**src/verilog/core_pkg.sv**
```systemverilog
package core_pkg;

   // Datapath width, one bit handled per counting cycle
   localparam int XLEN = 32;

   // Bit counter covers XLEN cycles
   localparam int CNT_W = $clog2(XLEN);

   typedef logic [4:0] reg_addr_t;

   typedef enum logic [2:0] {
      ALU_ADD = 3'd0,
      ALU_SUB = 3'd1,
      ALU_AND = 3'd2,
      ALU_OR  = 3'd3,
      ALU_XOR = 3'd4
   } alu_op_e;

endpackage

```
**src/verilog/isa_pkg.sv**
```systemverilog
package isa_pkg;

   // Major opcodes
   localparam logic [6:0] OPC_OP     = 7'b0110011;
   localparam logic [6:0] OPC_OP_IMM = 7'b0010011;

   // funct3 codes shared by register and immediate arithmetic
   localparam logic [2:0] F3_ADD = 3'b000;
   localparam logic [2:0] F3_XOR = 3'b100;
   localparam logic [2:0] F3_OR  = 3'b110;
   localparam logic [2:0] F3_AND = 3'b111;

   // funct7 codes for register form
   localparam logic [6:0] F7_BASE = 7'b0000000;
   localparam logic [6:0] F7_SUB  = 7'b0100000;

   typedef struct packed {
      logic [6:0] funct7;
      logic [4:0] rs2;
      logic [4:0] rs1;
      logic [2:0] funct3;
      logic [4:0] rd;
      logic [6:0] opcode;
   } r_fmt_t;

   typedef struct packed {
      logic [11:0] imm12;
      logic [4:0]  rs1;
      logic [2:0]  funct3;
      logic [4:0]  rd;
      logic [6:0]  opcode;
   } i_fmt_t;

   // Same fetched word, viewed by format
   typedef union packed {
      r_fmt_t r;
      i_fmt_t i;
   } instr_u;

endpackage

```
**src/verilog/exec_if.sv**
```systemverilog
`timescale 1ns/1ps

interface exec_if import core_pkg::*; ();

   reg_addr_t rs1_addr;
   reg_addr_t rs2_addr;
   reg_addr_t rd_addr;
   alu_op_e   alu_op;
   logic      use_imm;
   logic      rd_wen;
   // Immediate, one bit per execute cycle
   logic      imm_bit;

   modport decode (
      output rs1_addr, rs2_addr, rd_addr, alu_op, use_imm, rd_wen, imm_bit
   );

   modport seq (
      input rd_wen
   );

   modport alu (
      input alu_op, use_imm, imm_bit
   );

endinterface

```
**src/verilog/rv_fetch.sv**
```systemverilog
`timescale 1ns/1ps

module rv_fetch import core_pkg::*; #(
   parameter logic [XLEN-1:0] RESET_PC = '0
) (
   input  logic            i_clk,
   input  logic            i_rst_n,
   input  logic            i_ibus_ack,
   input  logic            i_next,
   output logic            o_ibus_cyc,
   output logic [XLEN-1:0] o_ibus_adr
);

   logic [XLEN-1:0] pc;
   logic            cyc;

   // Program counter, steps one word per retired instruction
   always_ff @(posedge i_clk or negedge i_rst_n) begin
      if (!i_rst_n) begin
         pc <= RESET_PC;
      end else if (i_next) begin
         pc <= pc + XLEN'(4);
      end
   end

   // Bus request, raised again once the last bit has been written
   always_ff @(posedge i_clk or negedge i_rst_n) begin
      if (!i_rst_n) begin
         cyc <= 1'b1;
      end else if (i_next) begin
         cyc <= 1'b1;
      end else if (i_ibus_ack) begin
         cyc <= 1'b0;
      end
   end

   assign o_ibus_cyc = cyc;
   assign o_ibus_adr = pc;

endmodule

```
**src/verilog/rv_decode.sv**
```systemverilog
`timescale 1ns/1ps

module rv_decode import core_pkg::*, isa_pkg::*; (
   input  logic        i_clk,
   input  logic        i_rst_n,
   input  logic        i_ibus_ack,
   input  logic [31:0] i_ibus_rdt,
   input  logic        i_cnt_en,
   exec_if.decode      o_op
);

   instr_u      word_in;
   instr_u      instr_q;
   logic [31:0] imm_q;
   alu_op_e     alu_op_d;
   logic        use_imm_d;
   logic        supported;

   function automatic logic f3_ok(input logic [2:0] f3);
      return (f3 == F3_ADD) || (f3 == F3_XOR) || (f3 == F3_OR) || (f3 == F3_AND);
   endfunction

   function automatic alu_op_e f3_to_op(input logic [2:0] f3);
      alu_op_e op;
      case (f3)
         F3_XOR:  op = ALU_XOR;
         F3_OR:   op = ALU_OR;
         F3_AND:  op = ALU_AND;
         default: op = ALU_ADD;
      endcase
      return op;
   endfunction

   assign word_in = i_ibus_rdt;

   // Cleared word has an unsupported opcode, so nothing writes before the first fetch
   always_ff @(posedge i_clk or negedge i_rst_n) begin
      if (!i_rst_n) begin
         instr_q <= '0;
      end else if (i_ibus_ack) begin
         instr_q <= word_in;
      end
   end

   // Sign-extended I-immediate, shifted out lsb first
   always_ff @(posedge i_clk or negedge i_rst_n) begin
      if (!i_rst_n) begin
         imm_q <= '0;
      end else if (i_ibus_ack) begin
         imm_q <= {{20{word_in.i.imm12[11]}}, word_in.i.imm12};
      end else if (i_cnt_en) begin
         imm_q <= {imm_q[31], imm_q[31:1]};
      end
   end

   always_comb begin
      alu_op_d  = ALU_ADD;
      use_imm_d = 1'b0;
      supported = 1'b0;
      case (instr_q.r.opcode)
         OPC_OP: begin
            if (instr_q.r.funct7 == F7_SUB && instr_q.r.funct3 == F3_ADD) begin
               alu_op_d  = ALU_SUB;
               supported = 1'b1;
            end else if (instr_q.r.funct7 == F7_BASE) begin
               alu_op_d  = f3_to_op(instr_q.r.funct3);
               supported = f3_ok(instr_q.r.funct3);
            end
         end
         OPC_OP_IMM: begin
            use_imm_d = 1'b1;
            alu_op_d  = f3_to_op(instr_q.i.funct3);
            supported = f3_ok(instr_q.i.funct3);
         end
         default: begin
            supported = 1'b0;
         end
      endcase
   end

   assign o_op.rs1_addr = instr_q.r.rs1;
   assign o_op.rs2_addr = instr_q.r.rs2;
   assign o_op.rd_addr  = instr_q.r.rd;
   assign o_op.alu_op   = alu_op_d;
   assign o_op.use_imm  = use_imm_d;
   // x0 is never written
   assign o_op.rd_wen   = supported && (instr_q.r.rd != '0);
   assign o_op.imm_bit  = imm_q[0];

endmodule

```
**src/verilog/rv_state.sv**
```systemverilog
`timescale 1ns/1ps

module rv_state import core_pkg::*; (
   input  logic i_clk,
   input  logic i_rst_n,
   input  logic i_ibus_ack,
   input  logic i_rf_ready,
   exec_if.seq  i_op,
   output logic o_rf_rreq,
   output logic o_cnt_en,
   output logic o_cnt0,
   output logic o_wen,
   output logic o_next
);

   localparam logic [CNT_W-1:0] LAST_BIT = CNT_W'(XLEN - 1);

   logic             rreq;
   logic             wait_ready;
   logic             cnt_en;
   logic [CNT_W-1:0] cnt;
   logic             last;

   assign last = cnt_en && (cnt == LAST_BIT);

   always_ff @(posedge i_clk or negedge i_rst_n) begin
      if (!i_rst_n) begin
         rreq       <= 1'b0;
         wait_ready <= 1'b0;
         cnt_en     <= 1'b0;
         cnt        <= '0;
      end else begin
         rreq <= i_ibus_ack;
         // Operands are requested once, then we wait for the RF
         if (rreq) begin
            wait_ready <= 1'b1;
         end else if (i_rf_ready) begin
            wait_ready <= 1'b0;
         end
         if (wait_ready && i_rf_ready) begin
            cnt_en <= 1'b1;
         end else if (last) begin
            cnt_en <= 1'b0;
         end
         if (cnt_en) begin
            cnt <= cnt + 1'b1;
         end
      end
   end

   assign o_rf_rreq = rreq;
   assign o_cnt_en  = cnt_en;
   assign o_cnt0    = cnt_en && (cnt == '0);
   assign o_wen     = cnt_en && i_op.rd_wen;
   assign o_next    = last;

endmodule

```
**src/verilog/rv_alu.sv**
```systemverilog
`timescale 1ns/1ps

module rv_alu import core_pkg::*; (
   input  logic i_clk,
   input  logic i_rst_n,
   input  logic i_cnt_en,
   input  logic i_cnt0,
   input  logic i_rs1,
   input  logic i_rs2,
   exec_if.alu  i_op,
   output logic o_rd
);

   logic sub;
   logic op_b;
   logic b_add;
   logic carry_in;
   logic carry_q;
   logic sum;
   logic carry_out;
   logic rd_bit;

   assign sub  = (i_op.alu_op == ALU_SUB);
   assign op_b = i_op.use_imm ? i_op.imm_bit : i_rs2;

   // Subtract as rs1 + ~rs2 + 1
   assign b_add     = op_b ^ sub;
   assign carry_in  = i_cnt0 ? sub : carry_q;
   assign sum       = i_rs1 ^ b_add ^ carry_in;
   assign carry_out = (i_rs1 & b_add) | ((i_rs1 ^ b_add) & carry_in);

   always_ff @(posedge i_clk or negedge i_rst_n) begin
      if (!i_rst_n) begin
         carry_q <= 1'b0;
      end else if (i_cnt_en) begin
         carry_q <= carry_out;
      end
   end

   always_comb begin
      case (i_op.alu_op)
         ALU_AND: rd_bit = i_rs1 & op_b;
         ALU_OR:  rd_bit = i_rs1 | op_b;
         ALU_XOR: rd_bit = i_rs1 ^ op_b;
         default: rd_bit = sum;
      endcase
   end

   assign o_rd = rd_bit;

endmodule

```
**src/verilog/serial_core_top.sv**
```systemverilog
`timescale 1ns/1ps

module serial_core_top import core_pkg::*; #(
   parameter logic [XLEN-1:0] RESET_PC = '0
) (
   input  logic            i_clk,
   input  logic            i_rst_n,
   input  logic [31:0]     i_ibus_rdt,
   input  logic            i_ibus_ack,
   input  logic            i_rf_ready,
   input  logic            i_rdata0,
   input  logic            i_rdata1,
   output logic            o_ibus_cyc,
   output logic [XLEN-1:0] o_ibus_adr,
   output logic            o_rf_rreq,
   output reg_addr_t       o_rreg0,
   output reg_addr_t       o_rreg1,
   output reg_addr_t       o_wreg,
   output logic            o_wen,
   output logic            o_wdata
);

   logic cnt_en;
   logic cnt0;
   logic next;

   exec_if op ();

   rv_fetch #(
      .RESET_PC (RESET_PC)
   ) fetch (
      .i_clk      (i_clk),
      .i_rst_n    (i_rst_n),
      .i_ibus_ack (i_ibus_ack),
      .i_next     (next),
      .o_ibus_cyc (o_ibus_cyc),
      .o_ibus_adr (o_ibus_adr)
   );

   rv_decode decode (
      .i_clk      (i_clk),
      .i_rst_n    (i_rst_n),
      .i_ibus_ack (i_ibus_ack),
      .i_ibus_rdt (i_ibus_rdt),
      .i_cnt_en   (cnt_en),
      .o_op       (op.decode)
   );

   rv_state state (
      .i_clk      (i_clk),
      .i_rst_n    (i_rst_n),
      .i_ibus_ack (i_ibus_ack),
      .i_rf_ready (i_rf_ready),
      .i_op       (op.seq),
      .o_rf_rreq  (o_rf_rreq),
      .o_cnt_en   (cnt_en),
      .o_cnt0     (cnt0),
      .o_wen      (o_wen),
      .o_next     (next)
   );

   rv_alu alu (
      .i_clk    (i_clk),
      .i_rst_n  (i_rst_n),
      .i_cnt_en (cnt_en),
      .i_cnt0   (cnt0),
      .i_rs1    (i_rdata0),
      .i_rs2    (i_rdata1),
      .i_op     (op.alu),
      .o_rd     (o_wdata)
   );

   // Register numbers
   assign o_rreg0 = op.rs1_addr;
   assign o_rreg1 = op.rs2_addr;
   assign o_wreg  = op.rd_addr;

endmodule

```
**config.mk**
```make
export PLATFORM = sky130hd
export DESIGN_NAME = serial_core_top
export DESIGN_NICKNAME = d
export VERILOG_FILES = /design/src/verilog/core_pkg.sv /design/src/verilog/isa_pkg.sv /design/src/verilog/exec_if.sv /design/src/verilog/rv_fetch.sv /design/src/verilog/rv_decode.sv /design/src/verilog/rv_state.sv /design/src/verilog/rv_alu.sv /design/src/verilog/serial_core_top.sv
export SDC_FILE = /design/constraint.sdc
export NUM_CORES = 1
export LEC_CHECK = 0
export ABC_AREA = 1
export BUFFER_PORTS_ARGS = -buffer_cell sky130_fd_sc_hd__buf_4
export CORE_MARGIN = 2
export CORE_UTILIZATION = 50
export DETAILED_ROUTE_END_ITERATION = 10
export PLACE_DENSITY = 0.78
export SLEW_MARGIN = 10
export SYNTH_ARGS = -nofsm -noshare
export SYNTH_HDL_FRONTEND = slang
export SYNTH_SLANG_ARGS = --single-unit
export TNS_END_PERCENT = 5
```
**constraint.sdc**
```tcl
create_clock -name i_clk -period 3.9 [get_ports i_clk]
set_input_delay 0.39 -clock i_clk [delete_from_list [all_inputs] [get_ports i_clk]]
set_output_delay 0.39 -clock i_clk [all_outputs]
set_load 0.03 [all_outputs]
```
* After elaboration in Yosys (flattened, before gate mapping)
Cells that the tools add are included.
** Operators by class
- Add/sub/neg operators :: 2
- Equal/unequal tests :: 11
- Muxes and demuxes :: 19
- Bitwise operators :: 9
- Reduce and logical (&&, ||, !) cells :: 17
** Operators by type and width (count)
- $add 32x3->32 const B :: 1
- $mux 32 :: 1
- $mux 31 :: 1
- $eq 7x6->1 const B :: 2
- $eq 3x3->1 const B :: 4
- $mux 1 :: 11
- $pmux 3 s3 :: 1
- $reduce_bool 2->1 :: 4
- $eq 7x5->1 const B :: 1
- $logic_not 7->1 :: 1
- $eq 3x2->1 const B :: 2
- $logic_and 1x1->1 :: 6
- $mux 3 :: 2
- $pmux 3 s2 :: 1
- $add 5x1->5 const B :: 1
- $eq 5x5->1 const B :: 1
- $logic_not 5->1 :: 1
- $reduce_bool 5->1 :: 1
- $xor 1x1->1 :: 4
- $and 1x1->1 :: 3
- $eq 3x1->1 const B :: 1
- $logic_not 3->1 :: 1
- $logic_or 1x1->1 :: 3
- $pmux 1 s3 :: 1
- other kinds (2) :: 3
** Word-level totals
- Bits in registers :: 106

* Longest topological paths before layout
Gate-level depths: netlist of run 1.
- Depth after elaboration :: 10
- Mapped depth :: 12

* Hierarchy
Synthesis of run 1 repeated with hierarchy kept, for this count alone.
** Unflattened totals
- Cells, all modules :: 599
- Area total of the unflattened synthesis :: 5171.2 µm²
** Modules (own cells, without submodules)
- rv_decode :: instances 1, cells each 313, area an instance 2871.5 µm²
- rv_fetch :: instances 1, cells each 208, area an instance 1700.4 µm²
- rv_state :: instances 1, cells each 43, area an instance 396.6 µm²
- rv_alu :: instances 1, cells each 35, area an instance 202.7 µm²

* Least setup slack after synthesis of run 1
No wires, ideal clock.
- Kind :: register to output
- Start :: register decode.instr_q[3] in the netlist's numbering
- End :: output o_wdata
- Arrival :: 1.902 ns
- Required time :: 3.510 ns
- Path slack :: 1.608 ns
- Stages on the path, launching flop included :: 10
- Cell sequence :: dfrtp_1 nor2_1 nand4_1 o21ai_0 xnor2_1 fa_1 nand2_1 nand2_1 nand2_1 nand2_1
** Between the ends
- Word-level cells in the longest chain between the ends :: 7
- Elaborated cells between the ends (all ways) :: 17
** Ends and longest elaborated chain
- start: declaration :: line rv_decode.sv:13 : instr_u instr_q;
- start signal: assignment :: line rv_decode.sv:41 : instr_q <= word_in;
- $eq 7x5->1 / $eq 7x6->1 (equally long branches) :: line rv_decode.sv:60 : case (instr_q.r.opcode)
- $pmux 3 s2 / $mux 1 (equally long branches) :: line rv_decode.sv:60
- $eq 3x1->1 / $mux 1 (equally long branches) :: line rv_alu.sv:23, rv_alu.sv:24
- $xor 1x1->1 :: line rv_alu.sv:27 : assign b_add = op_b ^ sub;
- $xor 1x1->1 (2 in series) :: line rv_alu.sv:29 : assign sum = i_rs1 ^ b_add ^ carry_in;
- $pmux 1 s3 (*) :: line rv_alu.sv:41 : case (i_op.alu_op)
- end: declaration :: line serial_core_top.sv:20 : output logic o_wdata
Mark *: on every way between the ends. The rest lies on a longest branch, timed or not.

* Worst setup path in the final report of run 1
Ends and elaborated chain as after synthesis.

==> results of run 1 <==
-- routing by layer --
layer	global-route usage [%]	vias to the layer above	part of all wire, %
met1	26.16	1941	46
met2	32.87	87	48
li1	-	2033	-
met3	4.386	10	5.1
met5	0	-	0
met4	6.178	0	1.1
-- flip-flops by register name, summed over array words and instances (netlist names) --
signal	count
decode.imm_q	32
decode.instr_q	32
fetch.o_ibus_adr	30
state.cnt	5
alu.carry_q	1
fetch.o_ibus_cyc	1
state.o_cnt_en	1
state.o_rf_rreq	1
state.wait_ready	1
-- cell families after synthesis --
kind of cell	share of synthesized area, %
AO/OA/AOI/OAI	5.951
buffers and inverters	9.670
other	0.07431
XOR/XNOR	3.645
flip-flops	51.60
AND/OR/NAND/NOR	27.18
adder cells (fa/ha/maj)	1.884
-- metrics by stage --
stage	instance area (um^2)	util, %
4_1_cts	5897	60.33
5_1_grt	5897	60.33
6_report	5897	60.33
3_5_place_dp	5678	58.09
2_1_floorplan	5050	-
3_3_place_gp	5678	58.09
-- critical path, stage by stage, from the launching register on --
cell and delay (ns):
sky130_fd_sc_hd__dfrtp_1 0.39, sky130_fd_sc_hd__nor2_1 0.15, sky130_fd_sc_hd__nand4_1 0.15, sky130_fd_sc_hd__o21ai_0 0.36, sky130_fd_sc_hd__xnor2_1 0.21, sky130_fd_sc_hd__fa_1 0.45, sky130_fd_sc_hd__nand2_1 0.08, sky130_fd_sc_hd__nand2_1 0.04
sky130_fd_sc_hd__nand2_1 0.05, sky130_fd_sc_hd__nand2_1 0.05, sky130_fd_sc_hd__buf_4 0.16
-- cell type report --
class,count,area share (%)
repair buffers,87,11.08
well taps,133,2.822
flip-flops and latches,104,44.15
clock inverters,5,1.379
clock buffers,10,2.334
inverters,79,5.029
multi-input cells,396,33.21
-- cell usage in the layout (no fill, tap or decap), types with 10 or more instances in the layout --
master	netlist	layout
sky130_fd_sc_hd__dfrtp_1	103	103
sky130_fd_sc_hd__o21ai_0	14	14
sky130_fd_sc_hd__nand2_1	222	222
sky130_fd_sc_hd__nand3_1	28	28
sky130_fd_sc_hd__nor2_1	34	34
sky130_fd_sc_hd__nand4_1	13	13
sky130_fd_sc_hd__o221ai_1	19	19
sky130_fd_sc_hd__xor2_1	12	12
sky130_fd_sc_hd__buf_4	17	87
sky130_fd_sc_hd__clkbuf_8	0	10
sky130_fd_sc_hd__inv_1	77	77
-- where the power goes --
| group | switching, mW | leakage, nW | internal [mW] | total, mW |
|---|---|---|---|---|
| clock network | 0.367 | 0.108 | 0.376 | 0.742 |
| registers | 0.0823 | 1.31 | 1.20 | 1.28 |
| logic | 0.277 | 1.66 | 0.169 | 0.446 |
-- worst paths after layout --
check,start,endpoint,slack (ns)
max reg2reg,state.cnt[0]$_DFFE_PN0P_,fetch.o_ibus_adr[25]$_DFFE_PN0P_,1.65
min in group i_clk,i_rf_ready,state.wait_ready$_DFFE_PN0P_,0.21
max in group asynchronous,i_rst_n,fetch.o_ibus_cyc$_DFFE_PN1P_,2.81
max,decode.instr_q[3]$_DFFE_PN0P_,o_wdata,1.05
min reg2reg,decode.instr_q[2]$_DFFE_PN0P_,decode.instr_q[2]$_DFFE_PN0P_,0.48
min,i_rst_n,decode.instr_q[10]$_DFFE_PN0P_,0.13
==> summary.md, run 1 <==
The minimum period implied by the final worst setup slack was 2.853 ns. The commonest cells after synthesis are sky130_fd_sc_hd__nand2_1 (222), sky130_fd_sc_hd__dfrtp_1 (103), sky130_fd_sc_hd__inv_1 (77), sky130_fd_sc_hd__nor2_1 (34), sky130_fd_sc_hd__nand3_1 (28). The logs give 1.443 ns for the worst slack after detailed placement and 2.469 mW for the power after layout.

The final-layout fill cell count is 862. The tools report the placeable core region as 0.009774 mm^2. The routability-driven placement congestion ratio came out at 0.8656. Counting every sink on the clock net gives 104. At the pin with the least slew margin, the transition time is 0.9217 ns.

The clock latency on the worst-skew pair was 0.38 ns; the maximum clock frequency was 0.3505 GHz. The netlist uses 32 different library cells. The type of the worst setup path is flop to output pin. In this run the remaining antenna-violating nets after routing total 0. TritonCTS built the clock tree. The buffer levels on the longest clock path is 2, and the power per unit of standard cell area is 418.7 mW/mm^2. The async set-or-reset flop fraction in the synthesized netlist is 100.0%.

The routed layout has 4071 vias. The number of setup buffers added after CTS is 0. Number of slew-limit violations in the final report: 0. The logs give 75 for the pin count of the biggest net entering global routing and 38.55% for the worst slew margin relative to its limit. The HPWL after detailed placement is 7381 um. The synthesis-stage register bit count is 104, and the count of nets after finishing is 722. The mapped netlist covers 0.005046 mm^2. Counting flops with a built-in enable in the synthesized netlist gives 0. The initial antenna violation count is 0, and the routed wire length per instance is 12.61 um. The tool flagged a number of max-cap violations equal to 0.

For the count of placed standard cells in the final layout, fillers left out, the log shows 814. The number of gates resized after CTS was 0. The final critical path takes up 73.15% of the cycle. The data arrival at the endpoint of the critical path is 2.46 ns, and the number of warnings reported in the yosys synthesis log is 0. The worst setup path is launched from a flop.

The most frequently used cell type in the post-synthesis netlist was sky130_fd_sc_hd__nand2_1. Summing all flip-flop and latch instances after layout gives 0.002604 mm^2. The overall routing resource usage is 19.88%, and the number of placed instances, taps included is 799. The most common flop cell mapped by yosys is sky130_fd_sc_hd__dfrtp_1.

STA classifies the critical path endpoint as an output pin. Counting every instance in the synthesized netlist gives 611. Summed over all instances, the cell type with the most area after synthesis is sky130_fd_sc_hd__dfrtp_1. The die width was 104.5 um; the area growth from synthesis to layout was 16.86%. The total inserted antenna cells came out at 0. The number of hold buffers added after CTS was 0.

Depth of the most critical reg-to-reg path: 12. Setup violations remaining at the end of the flow were counted as 0. By area the synthesized netlist is led by sky130_fd_sc_hd__dfrtp_1 (51%), sky130_fd_sc_hd__nand2_1 (17%), sky130_fd_sc_hd__inv_1 (5.7%). The summed negative setup slack over all endpoints came out at 0 ns. Post-detailed-route via-to-cell ratio: 5.001. The detailed router finished its first iteration with 168 violations.

The final worst slack was 1.047 ns; the number of core rows was 36. The maximum fanout along the worst path was 3; the number of global-route vias before repair was 3919. The area of the multi-input gates is 0.001958 mm^2.

89 I/O pins were placed. The tools report the root buffer cell as sky130_fd_sc_hd__clkbuf_8. The final number of hold-violating endpoints came out at 0.

Setup repair after global routing left no endpoint under its margin. In this run the mean area of a mapped cell was 8.259 um^2. The wire length of the first global-routing pass was 17830 um; the total detailed-routing wirelength was 10260 um. The H-tree depth is 3, and the maximum clock skew at final layout is 0.01785 ns. The run finished with clean final reports. The first TritonRoute pass finished after 5 iterations. The share of the Yosys chip area taken by registers is 51.60%. For the floorplan die area, the log shows 0.01091 mm^2.

The DRC violations left was 0; the area fraction of the dominant cell type after synthesis was 51.08%. The tightest min-delay check is of the input port to async pin type. The initial utilization of the core area, before any placement, comes to 51.63%.

The port buffer count came out at 86. The logs give 0.2263 mV for the worst voltage drop across the vdd grid and 0 for the overall overflow remaining after global route. The share of layout cells above drive strength 1 is 17.18%, and the cell leakage power is 3.076 nW.

Counting the buffers created by CTS gives 9. CTS clock-pin slew for the worst setup and hold paths: 0.09 ns. At the worst endpoint, the required time is 3.51 ns. Post-route worst hold slack: 0.1299 ns.

The die span in y came out at 104.5 um.
(Power assumes the default switching activity.)
==> run 2, diff against run 1 <==
--- a/config.mk
+++ b/config.mk
@@ -5,12 +5,12 @@
 export SDC_FILE = /design/constraint.sdc
 export NUM_CORES = 1
 export LEC_CHECK = 0
-export ABC_AREA = 1
+export ABC_AREA = 0
 export BUFFER_PORTS_ARGS = -buffer_cell sky130_fd_sc_hd__buf_4
 export CORE_MARGIN = 2
 export CORE_UTILIZATION = 50
 export DETAILED_ROUTE_END_ITERATION = 10
-export PLACE_DENSITY = 0.78
+export PLACE_DENSITY = 0.81
 export SLEW_MARGIN = 10
 export SYNTH_ARGS = -nofsm -noshare
 export SYNTH_HDL_FRONTEND = slang
==> constraint.sdc (replaced) <==
create_clock -name i_clk -period 2.55 [get_ports i_clk]
set_input_delay 0.255 -clock i_clk [delete_from_list [all_inputs] [get_ports i_clk]]
set_output_delay 0.255 -clock i_clk [all_outputs]
set_load 0.03 [all_outputs]
==> run 2 against run 1 <==
  * The run now ends with negative setup slack left
  * First-iteration DRC count rose by 4.8%
  * Worst setup slack got worse by 1.8 ns
  * Clock skew fell by 0.0045 ns
  * Global-route usage fell by 1.2 points
  * Final area fell by 3.6%
  * Routed wire length fell by 12%
  * Sequential power rose by 53%
  * Count of clock-buffer cells in the layout fell by 1
  * Critical path type unchanged
  * Largest power group unchanged
==> summary.md, run 2 <==
The initial core utilization is 51.29%, and the routed wire length per instance is 14.24 um. The worst setup path is captured at an output pin. Sink count of the clock tree: 104. After layout, the minimum clock period comes to 3.317 ns. The tools report the cell leakage power as 2.708 nW. The clock passes through at most 2 buffers. The number of slew-limit violations in the final report was 0; the maximum single-stage delay on the critical path was 0.53 ns.

The commonest cells after synthesis are sky130_fd_sc_hd__dfrtp_1 (103), sky130_fd_sc_hd__o21ai_0 (28), sky130_fd_sc_hd__inv_1 (26), sky130_fd_sc_hd__nand2_1 (26). The logs give 0.3960 mV for the worst voltage drop across the vdd grid and 54.94% for the share of the yosys chip area belonging to registers. The run gives 60.69% as the worst slew margin relative to its limit.

The overall overflow remaining after global route was 0. Clock-pin slew was measured on the worst setup and hold paths at 0.11 ns. The power per unit of standard cell area was 659.0 mW/mm^2. The run gives 0 as the initial antenna violation count.

In the post-synthesis netlist, the biggest area contributors are sky130_fd_sc_hd__dfrtp_1 (54%), sky130_fd_sc_hd__mux2_2 (5.5%), sky130_fd_sc_hd__xnor2_1 (4.3%). Measured along the x axis, the die boundary spans 101.4 um. Setup violations remaining at the end of the flow were counted as 2.

The cell sitting at the root of the clock tree is a sky130_fd_sc_hd__clkbuf_8. The DRC violations left is 0. The run gives 3.06 ns as the data arrival at the endpoint of the critical path. The final number of hold-violating endpoints came out at 0. The number of antenna diodes in the final layout is 0.

Routability-driven placement finished with a final weighted congestion of 0.8629. Number of global-route vias before repair: 3320. In this run the cell area of the synthesized design comes to 0.004740 mm^2. In the layout the commonest cells are sky130_fd_sc_hd__dfrtp_1 (103), sky130_fd_sc_hd__buf_4 (94), sky130_fd_sc_hd__o21ai_0 (28), sky130_fd_sc_hd__nand2_1 (26), sky130_fd_sc_hd__inv_1 (25).

The total detailed-routing wirelength is 9057 um. The tools report the power after layout as 3.745 mW. The most used flip-flop cell after synthesis is sky130_fd_sc_hd__dfrtp_1. The run gives 427 as the number of instances in the synthesized netlist. The run gives 0 as the number of warnings reported in the yosys synthesis log. The floorplan step defined a die boundary enclosing 0.01027 mm^2. Post-detailed-route via-to-cell ratio: 5.258.

The total met3 wirelength after detailed routing was 433 um; the wire length of the first global-routing pass was 15330 um. The count of distinct cell types in the synthesized netlist was 43; the number of core rows was 35. The H-tree was split into 3 levels. The average footprint of a synthesized cell is 11.10 um^2, and the number of DRC violations after detailed-routing iteration 0 is 176. Once detailed placement completed, the half-perimeter wirelength came to 6397 um. The final layout contains 547 nets. The detail route stage leaves a number of antenna-violating nets equal to 0. The detailed router used layers up to and including met4. The routed layout has 3344 vias.

The final reports fail on negative setup slack. Leaving out fill and tap cells, the most frequent cell in the layout is sky130_fd_sc_hd__dfrtp_1. The tightest hold path in the finished design has a slack of 0.09283 ns. The synthesized design devotes to its leading area cell type 54.38% of total area. Counting flops with an async set or reset pin after synthesis yields a share of 100.0%. The data required time at the worst endpoint was 2.30 ns. Setup repair after global routing could not meet its margin everywhere. The final worst slack came out at -0.7668 ns.

Pin placement for this block handled 89 I/O pins. Clock latency on the worst-skew pair: 0.37 ns. The number of flops mapped to enable cells by yosys was 0. For the final database, setup skew stands at 0.01336 ns. The total of max-cap violations came out at 0.

The run gives 4353 um as the routed wire length on met2. For this run, the top clock speed supported by timing is 0.3015 GHz. The share of layout cells above drive strength 1 was 29.39%; the port buffer count was 86.

At the pin with the least slew margin, the transition time is 0.5890 ns. Relative to the synthesized area, the layout overhead comes to 19.90%. Along the worst path, the maximum fanout reaches 3. Entering global routing, the biggest net connects 76 pins. Among all stages on the critical path, the largest delay is contributed by sky130_fd_sc_hd__or4_4. The worst hold-check path type is input port to flop. Sort of element at the start of the critical path: a flop. The placeable core region was 0.009240 mm^2; the synthesis-stage register bit count was 104. The run finished, with violations left.

Die span in y: 101.4 um. Most frequently used cell type in the post-synthesis netlist: sky130_fd_sc_hd__dfrtp_1. After layout, the worst path uses 130.1% of the clock period. Post-synthesis cell type with the largest combined area: sky130_fd_sc_hd__dfrtp_1. The critical path goes through or4_4 > or3_4 > nor3_4 > mux2_4 > fa_1 > inv_2 > nor3b_2 > a41oi_1 > nand3b_1 > buf_6.

In the global route stage, overall resource usage came out at 18.72%. Buffers inserted during clock tree synthesis total 9. TritonCTS built the clock tree. Type of the worst setup path: flop to output pin. The first TritonRoute pass finished after 4 iterations.

In the final routing, the length of wire on met1 measures 4159 um.
==> run 2: changes by cell type in the layout (fill, tap and decap cells not counted), sizes merged, moves of 18 or more <==
cell	before	now
nand3	28	10
inv	79	30
and2	1	21
mux2	0	24
o221ai	19	0
a211oi	0	19
nand2	225	26
==> run 2: logic make-up after synthesis <==
group                    count (synthesis)  share of synthesized area, %
AO/OA/AOI/OAI                           53                         7.102
flip-flops                             104                         54.94
XOR/XNOR                                33                         6.098
adder cells (fa/ha/maj)                  7                         2.006
buffers and inverters                   63                         6.388
other                                    1                       0.07912
AND/OR/NAND/NOR                        129                         14.94
multiplexers                            37                         8.448
==> run 2: final timing paths <==
path / from / endpoint / slack (ns) / cells after the start
max: decode.instr_q[26]$_DFFE_PN0P_ / o_wdata / -0.77 / 10
min in group asynchronous: i_rst_n / decode.instr_q[18]$_DFFE_PN0P_ / 0.36 / 2
max reg2reg: decode.instr_q[26]$_DFFE_PN0P_ / alu.carry_q$_DFFE_PN0P_ / 0.18 / 6
max in group asynchronous: i_rst_n / fetch.o_ibus_cyc$_DFFE_PN1P_ / 1.44 / 3
min: i_ibus_rdt[14] / decode.instr_q[14]$_DFFE_PN0P_ / 0.09 / 3
min reg2reg: state.o_rf_rreq$_DFF_PN0_ / state.wait_ready$_DFFE_PN0P_ / 0.47 / 1
==> run 2: metrics by stage <==
stage | std cells | cell area (um^2) | util, % | setup TNS [ns] | worst slack (ns)
floorplan | 428 | 4748 | - | -0.2804 | -0.2804
global placement | 617 | 5445 | 58.93 | -0.3136 | -0.3136
detailed placement | 617 | 5445 | 58.93 | -0.3907 | -0.3907
CTS | 635 | 5672 | 61.38 | -0.9697 | -0.7983
global route | 636 | 5683 | 61.50 | -1.222 | -0.9011
finish | 636 | 5683 | 61.50 | -0.9977 | -0.7668
==> run 2: routing by layer <==
layer	global-route usage, %	vias to the layer above
met1	24.80	1652
met5	0	-
met2	31.53	91
met4	5.717	0
li1	-	1590
met3	3.451	11
==> run 2: final cells by class <==
class	count	area, um^2
Clock buffer	9	123.9
Sequential cell	104	2604
Timing Repair Buffer	100	780.7
Multi-Input combinational cell	261	1853
Tap cell	129	161.4
Inverter	26	97.59
Fill cell	735	3557
Clock inverter	7	62.56
==> run 2: power by group <==
group	switching, mW	internal, mW	total (mW)
clock network	0.609	0.378	0.987
registers	0.124	1.84	1.96
logic	0.422	0.376	0.798
==> run 2: worst max-delay path: cells and delay by family (launching register included) <==
| family | cells | cell delay, ns |
|---|---|---|
| adders and majority gates | 1 | 0.40 |
| buffers and inverters | 2 | 0.24 |
| and+or+nand+nor | 5 | 1.30 |
| DFF | 1 | 0.39 |
| muxes | 1 | 0.20 |
| AOI/OAI and AO/OA | 1 | 0.17 |
==> run 2: what timing repair did <==
action / 4_1_cts / 5_1_grt
setup endpoints to repair: 2 / 2
setup buffers: 1 / 1
hold buffers: 1 / 0
hold endpoints to repair: 29 / 0
pin swaps: 4 / 3
gates resized for setup: 6 / 1
